===== src/design/rst_dist_pkg.sv =====
// Shared constants for the reset distributor: register map, AXI response codes, stage count
package rst_dist_pkg;

    // Number of cascaded reset outputs
    localparam int N_STAGES = 4;

    // Low address bits seen by the register decode
    localparam int ADDR_BITS = 4;

    // Register map, byte offsets
    // Control: bit 0 is the reset request, read/write, set after reset
    localparam logic [ADDR_BITS-1:0] ADDR_RST_CONTROL = 4'h0;
    // Status: read-only view of the reset output vector
    localparam logic [ADDR_BITS-1:0] ADDR_RST_STATUS  = 4'h4;

    // AXI response codes
    localparam logic [1:0] RESP_OKAY   = 2'b00;
    localparam logic [1:0] RESP_SLVERR = 2'b10;

endpackage


===== src/design/reg_bus_if.sv =====
// Register access bus between the AXI4-Lite front end and the register block
`timescale 1ns/1ps

interface reg_bus_if;
    import rst_dist_pkg::*;

    // Write request, single-cycle pulse with address and data
    logic                 wr_en;
    logic [ADDR_BITS-1:0] wr_addr;
    logic [31:0]          wr_data;
    logic [3:0]           wr_strb;
    logic                 wr_err;

    // Read request, answered in the same cycle
    logic                 rd_en;
    logic [ADDR_BITS-1:0] rd_addr;
    logic [31:0]          rd_data;
    logic                 rd_err;

    modport master (
        output wr_en, wr_addr, wr_data, wr_strb, rd_en, rd_addr,
        input  wr_err, rd_data, rd_err
    );

    modport slave (
        input  wr_en, wr_addr, wr_data, wr_strb, rd_en, rd_addr,
        output wr_err, rd_data, rd_err
    );

endinterface


===== src/design/axi_lite_slave.sv =====
// AXI4-Lite slave engine, turns bus transactions into single-cycle register bus accesses
`timescale 1ns/1ps

module axi_lite_slave (
    input  logic        s_axi_aclk,
    input  logic        s_axi_aresetn,
    // Write address channel
    input  logic [31:0] s_axi_awaddr,
    input  logic [2:0]  s_axi_awprot,
    input  logic        s_axi_awvalid,
    output logic        s_axi_awready,
    // Write data channel
    input  logic [31:0] s_axi_wdata,
    input  logic [3:0]  s_axi_wstrb,
    input  logic        s_axi_wvalid,
    output logic        s_axi_wready,
    // Write response channel
    output logic [1:0]  s_axi_bresp,
    output logic        s_axi_bvalid,
    input  logic        s_axi_bready,
    // Read address channel
    input  logic [31:0] s_axi_araddr,
    input  logic [2:0]  s_axi_arprot,
    input  logic        s_axi_arvalid,
    output logic        s_axi_arready,
    // Read data channel
    output logic [31:0] s_axi_rdata,
    output logic [1:0]  s_axi_rresp,
    output logic        s_axi_rvalid,
    input  logic        s_axi_rready,
    // Register access side
    reg_bus_if.master   bus
);
    import rst_dist_pkg::*;

    // Write path state
    logic        aw_en;
    logic        awready_q;
    logic        bvalid_q;
    logic [1:0]  bresp_q;
    logic        wr_start;

    // Read path state
    logic        ar_en;
    logic        rvalid_q;
    logic [31:0] rdata_q;
    logic [1:0]  rresp_q;
    logic        rd_accept;

    // Address and data must both be present, and no response may be pending
    assign wr_start = s_axi_awvalid && s_axi_wvalid && !awready_q && aw_en && !bvalid_q;

    always_ff @(posedge s_axi_aclk) begin
        if (!s_axi_aresetn) begin
            awready_q <= 1'b0;
            aw_en     <= 1'b1;
        end else begin
            // One-cycle ready pulse for both channels
            awready_q <= wr_start;
            if (wr_start) begin
                aw_en <= 1'b0;
            end else if (bvalid_q && s_axi_bready) begin
                aw_en <= 1'b1;
            end
        end
    end

    // Response raised at the edge that commits the write
    always_ff @(posedge s_axi_aclk) begin
        if (!s_axi_aresetn) begin
            bvalid_q <= 1'b0;
        end else if (awready_q) begin
            bvalid_q <= 1'b1;
        end else if (bvalid_q && s_axi_bready) begin
            bvalid_q <= 1'b0;
        end
    end

    always_ff @(posedge s_axi_aclk) begin
        if (awready_q) begin
            bresp_q <= bus.wr_err ? RESP_SLVERR : RESP_OKAY;
        end
    end

    // Read side enabled one cycle out of reset
    always_ff @(posedge s_axi_aclk) begin
        if (!s_axi_aresetn) begin
            ar_en <= 1'b0;
        end else begin
            ar_en <= 1'b1;
        end
    end

    assign s_axi_arready = ar_en && !rvalid_q;
    assign rd_accept     = s_axi_arvalid && s_axi_arready;

    always_ff @(posedge s_axi_aclk) begin
        if (!s_axi_aresetn) begin
            rvalid_q <= 1'b0;
        end else if (rd_accept) begin
            rvalid_q <= 1'b1;
        end else if (s_axi_rready) begin
            rvalid_q <= 1'b0;
        end
    end

    // Data and response only load on acceptance, so they hold under back-pressure
    always_ff @(posedge s_axi_aclk) begin
        if (rd_accept) begin
            rdata_q <= bus.rd_data;
            rresp_q <= bus.rd_err ? RESP_SLVERR : RESP_OKAY;
        end
    end

    // Register bus requests
    assign bus.wr_en   = awready_q;
    assign bus.wr_addr = s_axi_awaddr[ADDR_BITS-1:0];
    assign bus.wr_data = s_axi_wdata;
    assign bus.wr_strb = s_axi_wstrb;
    assign bus.rd_en   = rd_accept;
    assign bus.rd_addr = s_axi_araddr[ADDR_BITS-1:0];

    // AXI outputs
    assign s_axi_awready = awready_q;
    assign s_axi_wready  = awready_q;
    assign s_axi_bvalid  = bvalid_q;
    assign s_axi_bresp   = bresp_q;
    assign s_axi_rvalid  = rvalid_q;
    assign s_axi_rdata   = rdata_q;
    assign s_axi_rresp   = rresp_q;

endmodule


===== src/design/cascaded_reset_dist.sv =====
// Top level of the AXI4-Lite controlled reset distributor with plain AXI ports
`timescale 1ns/1ps

module cascaded_reset_dist (
    input  logic                              s_axi_aclk,
    input  logic                              s_axi_aresetn,
    // Write address channel
    input  logic [31:0]                       s_axi_awaddr,
    input  logic [2:0]                        s_axi_awprot,
    input  logic                              s_axi_awvalid,
    output logic                              s_axi_awready,
    // Write data channel
    input  logic [31:0]                       s_axi_wdata,
    input  logic [3:0]                        s_axi_wstrb,
    input  logic                              s_axi_wvalid,
    output logic                              s_axi_wready,
    // Write response channel
    output logic [1:0]                        s_axi_bresp,
    output logic                              s_axi_bvalid,
    input  logic                              s_axi_bready,
    // Read address channel
    input  logic [31:0]                       s_axi_araddr,
    input  logic [2:0]                        s_axi_arprot,
    input  logic                              s_axi_arvalid,
    output logic                              s_axi_arready,
    // Read data channel
    output logic [31:0]                       s_axi_rdata,
    output logic [1:0]                        s_axi_rresp,
    output logic                              s_axi_rvalid,
    input  logic                              s_axi_rready,
    // Active-high reset outputs
    output logic [rst_dist_pkg::N_STAGES-1:0] rst_cascade
);
    logic rst_req;

    reg_bus_if bus_i ();

    axi_lite_slave u_axi_lite_slave (
        .s_axi_aclk    (s_axi_aclk),
        .s_axi_aresetn (s_axi_aresetn),
        .s_axi_awaddr  (s_axi_awaddr),
        .s_axi_awprot  (s_axi_awprot),
        .s_axi_awvalid (s_axi_awvalid),
        .s_axi_awready (s_axi_awready),
        .s_axi_wdata   (s_axi_wdata),
        .s_axi_wstrb   (s_axi_wstrb),
        .s_axi_wvalid  (s_axi_wvalid),
        .s_axi_wready  (s_axi_wready),
        .s_axi_bresp   (s_axi_bresp),
        .s_axi_bvalid  (s_axi_bvalid),
        .s_axi_bready  (s_axi_bready),
        .s_axi_araddr  (s_axi_araddr),
        .s_axi_arprot  (s_axi_arprot),
        .s_axi_arvalid (s_axi_arvalid),
        .s_axi_arready (s_axi_arready),
        .s_axi_rdata   (s_axi_rdata),
        .s_axi_rresp   (s_axi_rresp),
        .s_axi_rvalid  (s_axi_rvalid),
        .s_axi_rready  (s_axi_rready),
        .bus           (bus_i.master)
    );

    rst_ctrl_regs u_rst_ctrl_regs (
        .s_axi_aclk    (s_axi_aclk),
        .s_axi_aresetn (s_axi_aresetn),
        .bus           (bus_i.slave),
        .rst_req       (rst_req),
        .rst_cascade   (rst_cascade)
    );

    reset_cascade u_reset_cascade (
        .s_axi_aclk    (s_axi_aclk),
        .s_axi_aresetn (s_axi_aresetn),
        .rst_req       (rst_req),
        .rst_cascade   (rst_cascade)
    );

endmodule


===== src/design/reset_cascade.sv =====
// Staged reset chain, releases the outputs one cycle apart from the most significant bit
`timescale 1ns/1ps

module reset_cascade (
    input  logic                              s_axi_aclk,
    input  logic                              s_axi_aresetn,
    input  logic                              rst_req,
    output logic [rst_dist_pkg::N_STAGES-1:0] rst_cascade
);
    import rst_dist_pkg::*;

    // Stage 0 is the first to release
    logic [N_STAGES-1:0] stage;

    always_ff @(posedge s_axi_aclk) begin
        if (!s_axi_aresetn || rst_req) begin
            stage <= '1;
        end else begin
            stage <= {stage[N_STAGES-2:0], 1'b0};
        end
    end

    // Output register, bit order reversed so the first stage drives the MSB
    always_ff @(posedge s_axi_aclk) begin
        if (!s_axi_aresetn) begin
            rst_cascade <= '1;
        end else begin
            for (int i = 0; i < N_STAGES; i++) begin
                rst_cascade[N_STAGES-1-i] <= stage[i];
            end
        end
    end

endmodule


===== src/design/rst_ctrl_regs.sv =====
// Control and status registers of the reset distributor, decoded from the register bus
`timescale 1ns/1ps

module rst_ctrl_regs (
    input  logic                              s_axi_aclk,
    input  logic                              s_axi_aresetn,
    reg_bus_if.slave                          bus,
    output logic                              rst_req,
    input  logic [rst_dist_pkg::N_STAGES-1:0] rst_cascade
);
    import rst_dist_pkg::*;

    logic ctrl_hit;

    assign ctrl_hit = bus.wr_addr == ADDR_RST_CONTROL;

    // Reset request starts asserted so every output is held after power-up
    always_ff @(posedge s_axi_aclk) begin
        if (!s_axi_aresetn) begin
            rst_req <= 1'b1;
        end else if (bus.wr_en && ctrl_hit && bus.wr_strb[0]) begin
            rst_req <= bus.wr_data[0];
        end
    end

    // Status is read-only, anything besides control is an error
    assign bus.wr_err = bus.wr_en && !ctrl_hit;

    always_comb begin
        bus.rd_data = '0;
        bus.rd_err  = 1'b0;
        if (bus.rd_en) begin
            case (bus.rd_addr)
                ADDR_RST_CONTROL: begin
                    bus.rd_data = {31'b0, rst_req};
                end
                ADDR_RST_STATUS: begin
                    bus.rd_data = {{(32-N_STAGES){1'b0}}, rst_cascade};
                end
                default: begin
                    // Unmapped offset reads zero
                    bus.rd_err = 1'b1;
                end
            endcase
        end
    end

endmodule


===== config.mk =====
export PLATFORM = sky130hd
export DESIGN_NAME = cascaded_reset_dist
export DESIGN_NICKNAME = d
export VERILOG_FILES = /design/src/design/rst_dist_pkg.sv /design/src/design/reg_bus_if.sv /design/src/design/axi_lite_slave.sv /design/src/design/cascaded_reset_dist.sv /design/src/design/reset_cascade.sv /design/src/design/rst_ctrl_regs.sv
export SDC_FILE = /design/constraint.sdc
export NUM_CORES = 1
export LEC_CHECK = 0
export ABC_AREA = 1
export BUFFER_PORTS_ARGS = -buffer_cell sky130_fd_sc_hd__buf_2
export CAP_MARGIN = 30
export CELL_PAD_IN_SITES_DETAIL_PLACEMENT = 0
export CELL_PAD_IN_SITES_GLOBAL_PLACEMENT = 1
export CORE_ASPECT_RATIO = 0.75
export CORE_MARGIN = 10
export CORE_UTILIZATION = 17
export CTS_BUF_LIST = sky130_fd_sc_hd__clkbuf_8
export DETAILED_ROUTE_END_ITERATION = 8
export PLACE_DENSITY = 0.85
export SLEW_MARGIN = 40
export SYNTH_ARGS = -nofsm -noshare
export SYNTH_HDL_FRONTEND = slang
export SYNTH_SLANG_ARGS = --single-unit

===== constraint.sdc =====
create_clock -name s_axi_aclk -period 1.7 [get_ports s_axi_aclk]
set_input_delay 0.085 -clock s_axi_aclk [delete_from_list [all_inputs] [get_ports s_axi_aclk]]
set_output_delay 0.085 -clock s_axi_aclk [all_outputs]
set_load 0.01 [all_outputs]

==> summary.txt <==
Clock tree
  – Clk_lat worst skew: 260 ps
  – Clock root cell: clkbuf_8
  – Cts bufs inserted: 3
  – Post-CTS setup buffers: 0
  – Reg clk slew, reported paths: 80 ps
  – CTS tree: built
  – CTS Buffer Depth: 2
  – CTS resizes: 0
  – Sink Count: 20
  – H-tree depth: 1
  – CTS hold repair buffers: 0

Power
  – VDD IR max: 0.293 mV
  – PnR Total Power: 1080 uW
  – P_leak: 0.000587 uW
  – PD cells: 968 nW/um^2

Yosys
  – Post-Syn Instances: 102
  – Yosys warns: 0
  – Register bit count reported by yosys: 20
  – Sequential-to-total area share from yosys stat: 50.1%
  – Netlist Area Pre-Place: 918 um^2
  – Post-synth cell types: 15
  – Synth Area per Inst: 9.00 um^2
  – Synth top area share: 30.5%
  – Top cells by area, synth: dfxtp_1 31%, buf_4 25%, edfxtp_1 20%
  – Yosys top cell by area: dfxtp_1

Worst hold path
  – Hold EP: u_axi_lite_slave.ar_en
  – Hold Path Cell Cnt: 1
  – Worst hold-check path type: input pin to flop
  – Hold Path Origin: s_axi_aresetn

Global route
  – Grt ovf: 0
  – Number of global-route vias before repair: 668
  – First-pass GRT wire length: 3320 um
  – Initial antenna violation count: 0
  – Largest net degree at the start of global routing: 13
  – Tot GR Track Use: 4.74%

Drt
  – Antenna-violating nets left: 0
  – Via Count: 605
  – DRT Pass-1 Iters: 2
  – DR WL/cell: 9.79 um
  – DRC violations left: 0
  – DR iter-0 viols: 25
  – Routed vias/inst: 2.88
  – Total routed wirelength: 2060 um

Timing
  – Hold Slack: 27.6 ps
  – Clock Skew: 4.76 ps
  – Final Cycle Share: 59.9%
  – Max Fclk: 0.983 GHz
  – Fin worst setup slack: 683 ps
  – Fin. max-slew vios: 0
  – Setup TNS: 0 ps
  – Final setup viols: 0
  – RSZ-0062 raised after global routing: no
  – Tmin final: 1020 ps
  – Hold Violations, Final: 0

Placement
  – Half-perimeter wire length after placement: 1830 um
  – Setup WS pre-CTS: 686 ps
  – Port bufs: 31
  – Final Wtd Congestion: 0.753

Worst setup path
  – Worst r2r path cells: 4
  – R2r startpoint: u_axi_lite_slave.ar_en
  – Startpoint types: flop
  – Worst R2R Setup Slack: 680 ps
  – Setup crit end kind: flop
  – CP max FO: 5
  – Worst Path Class, Setup: flop to flop
  – Arr. time, crit path: 970 ps
  – Required @ worst endpoint: 1650 ps
  – Reg-to-reg endpoint: u_axi_lite_slave.s_axi_rdata[2]

Finish
  – Area growth syn-to-layout: 21.4%
  – Ant. Diodes: 0
  – Share of cells above drive strength 1: 28.1%
  – Final Util: 21.1%
  – Final net count: 249

Floorplanning
  – Core Area: 5300 um^2
  – Die height: 83.7 um
  – FP Rows: 23
  – Initial Utilization: 17.3%
  – Ports: 158
  – Die X: 105 um
  – Full die area: 8770 um^2

Outcome
  – Run status: finished clean

Run
  – Max_cap viols: 0
## layer usage
layer | global-route usage [%] | wire [um] | vias up
li1 | - | - | 317
met1 | 4.47 | 795 | 257
met2 | 8.29 | 1060 | 29
met3 | 2.78 | 189 | 2
met4 | 1.87 | 12 | 0
met5 | 0 | 0 | -
## layout by cell type (no fill, tap or decap)
cell and instances:
edfxtp_1 6, nand3_1 4, nor3_2 1, conb_1 30
nor2_2 1, clkbuf_8 3, nor2_1 10, nand2_2 1
dfxtp_1 14, a21oi_1 4, bufinv_16 1, nand2_1 12
or2_1 1, buf_2 31, inv_1 13, nand4_1 1
nand3b_1 2
## flip-flops by register name, summed over array words and instances (netlist names)
register / cells
u_axi_lite_slave.ar_en: 1
u_reset_cascade.rst_cascade: 4
u_axi_lite_slave.s_axi_rresp: 1
u_reset_cascade.stage: 4
u_axi_lite_slave.s_axi_bresp: 1
u_axi_lite_slave.s_axi_rvalid: 1
u_axi_lite_slave.bus.wr_en: 1
u_axi_lite_slave.s_axi_bvalid: 1
u_rst_ctrl_regs.rst_req: 1
u_axi_lite_slave.s_axi_rdata: 4
u_axi_lite_slave.aw_en: 1
## synthesized netlist by cell type
| cell | instances |
|---|---|
| edfxtp_1 | 6 |
| a21oi_1 | 4 |
| conb_1 | 1 |
| nand3b_1 | 2 |
| nand2_1 | 12 |
| inv_1 | 13 |
| nand4_1 | 1 |
| or2_1 | 1 |
| nor3_2 | 1 |
| buf_4 | 31 |
| nand2_2 | 1 |
| nand3_1 | 4 |
| dfxtp_1 | 14 |
| nor2_1 | 10 |
| nor2_2 | 1 |
## worst max-delay path by stage
stage,startpoint,end,cells past startpoint,slack [ps]
after floorplan,u_axi_lite_slave.s_axi_rvalid,u_axi_lite_slave.s_axi_rdata[0],3,580
after global placement,u_axi_lite_slave.ar_en,u_axi_lite_slave.s_axi_rdata[3],4,700
after detailed placement,u_axi_lite_slave.ar_en,u_axi_lite_slave.s_axi_rdata[3],4,690
after CTS,u_axi_lite_slave.ar_en,u_axi_lite_slave.s_axi_rdata[3],4,670
after global routing,u_axi_lite_slave.ar_en,u_axi_lite_slave.s_axi_rresp[1],4,600
final,u_axi_lite_slave.ar_en,u_axi_lite_slave.s_axi_rdata[2],4,680
## where the power goes
part	switching (uW)	internal [uW]	leakage, uW	total, uW
Combinational	68.4	30.5	0.000380	98.9
Clock	155	314	0.0000357	469
Sequential	6.41	505	0.000171	511
## metrics by stage
| stage | area, um^2 | std cells |
|---|---|---|
| finish | 1110 | 210 |
| global placement | 1040 | 206 |
| global route | 1110 | 210 |
| CTS | 1110 | 210 |
| detailed placement | 1040 | 206 |
| floorplan | 1030 | 131 |
## cell families after synthesis
logic type / synth area share, %
DFF: 50.1
buffers and inverters: 30.7
other: 0.408
AOI/OAI and AO/OA: 2.18
and+or+nand+nor: 16.6
## area by class of cell
type                    instances  area [um^2]
clock buffers                   3         41.3
multi-input cells              67          285
clock inverters                 1         30.0
flip-flops and latches         20          460
inverters                      13         48.8
repair buffers                 31          155
well taps                      75         93.8
fillers                       628         4180
## critical path: stages, from the launching register on
cell,delay [ps]
dfxtp_1,320
inv_1,40
nor2_1,100
nand2_1,90
inv_1,170
No activity file was read; power rests on OpenSTA's default activity.
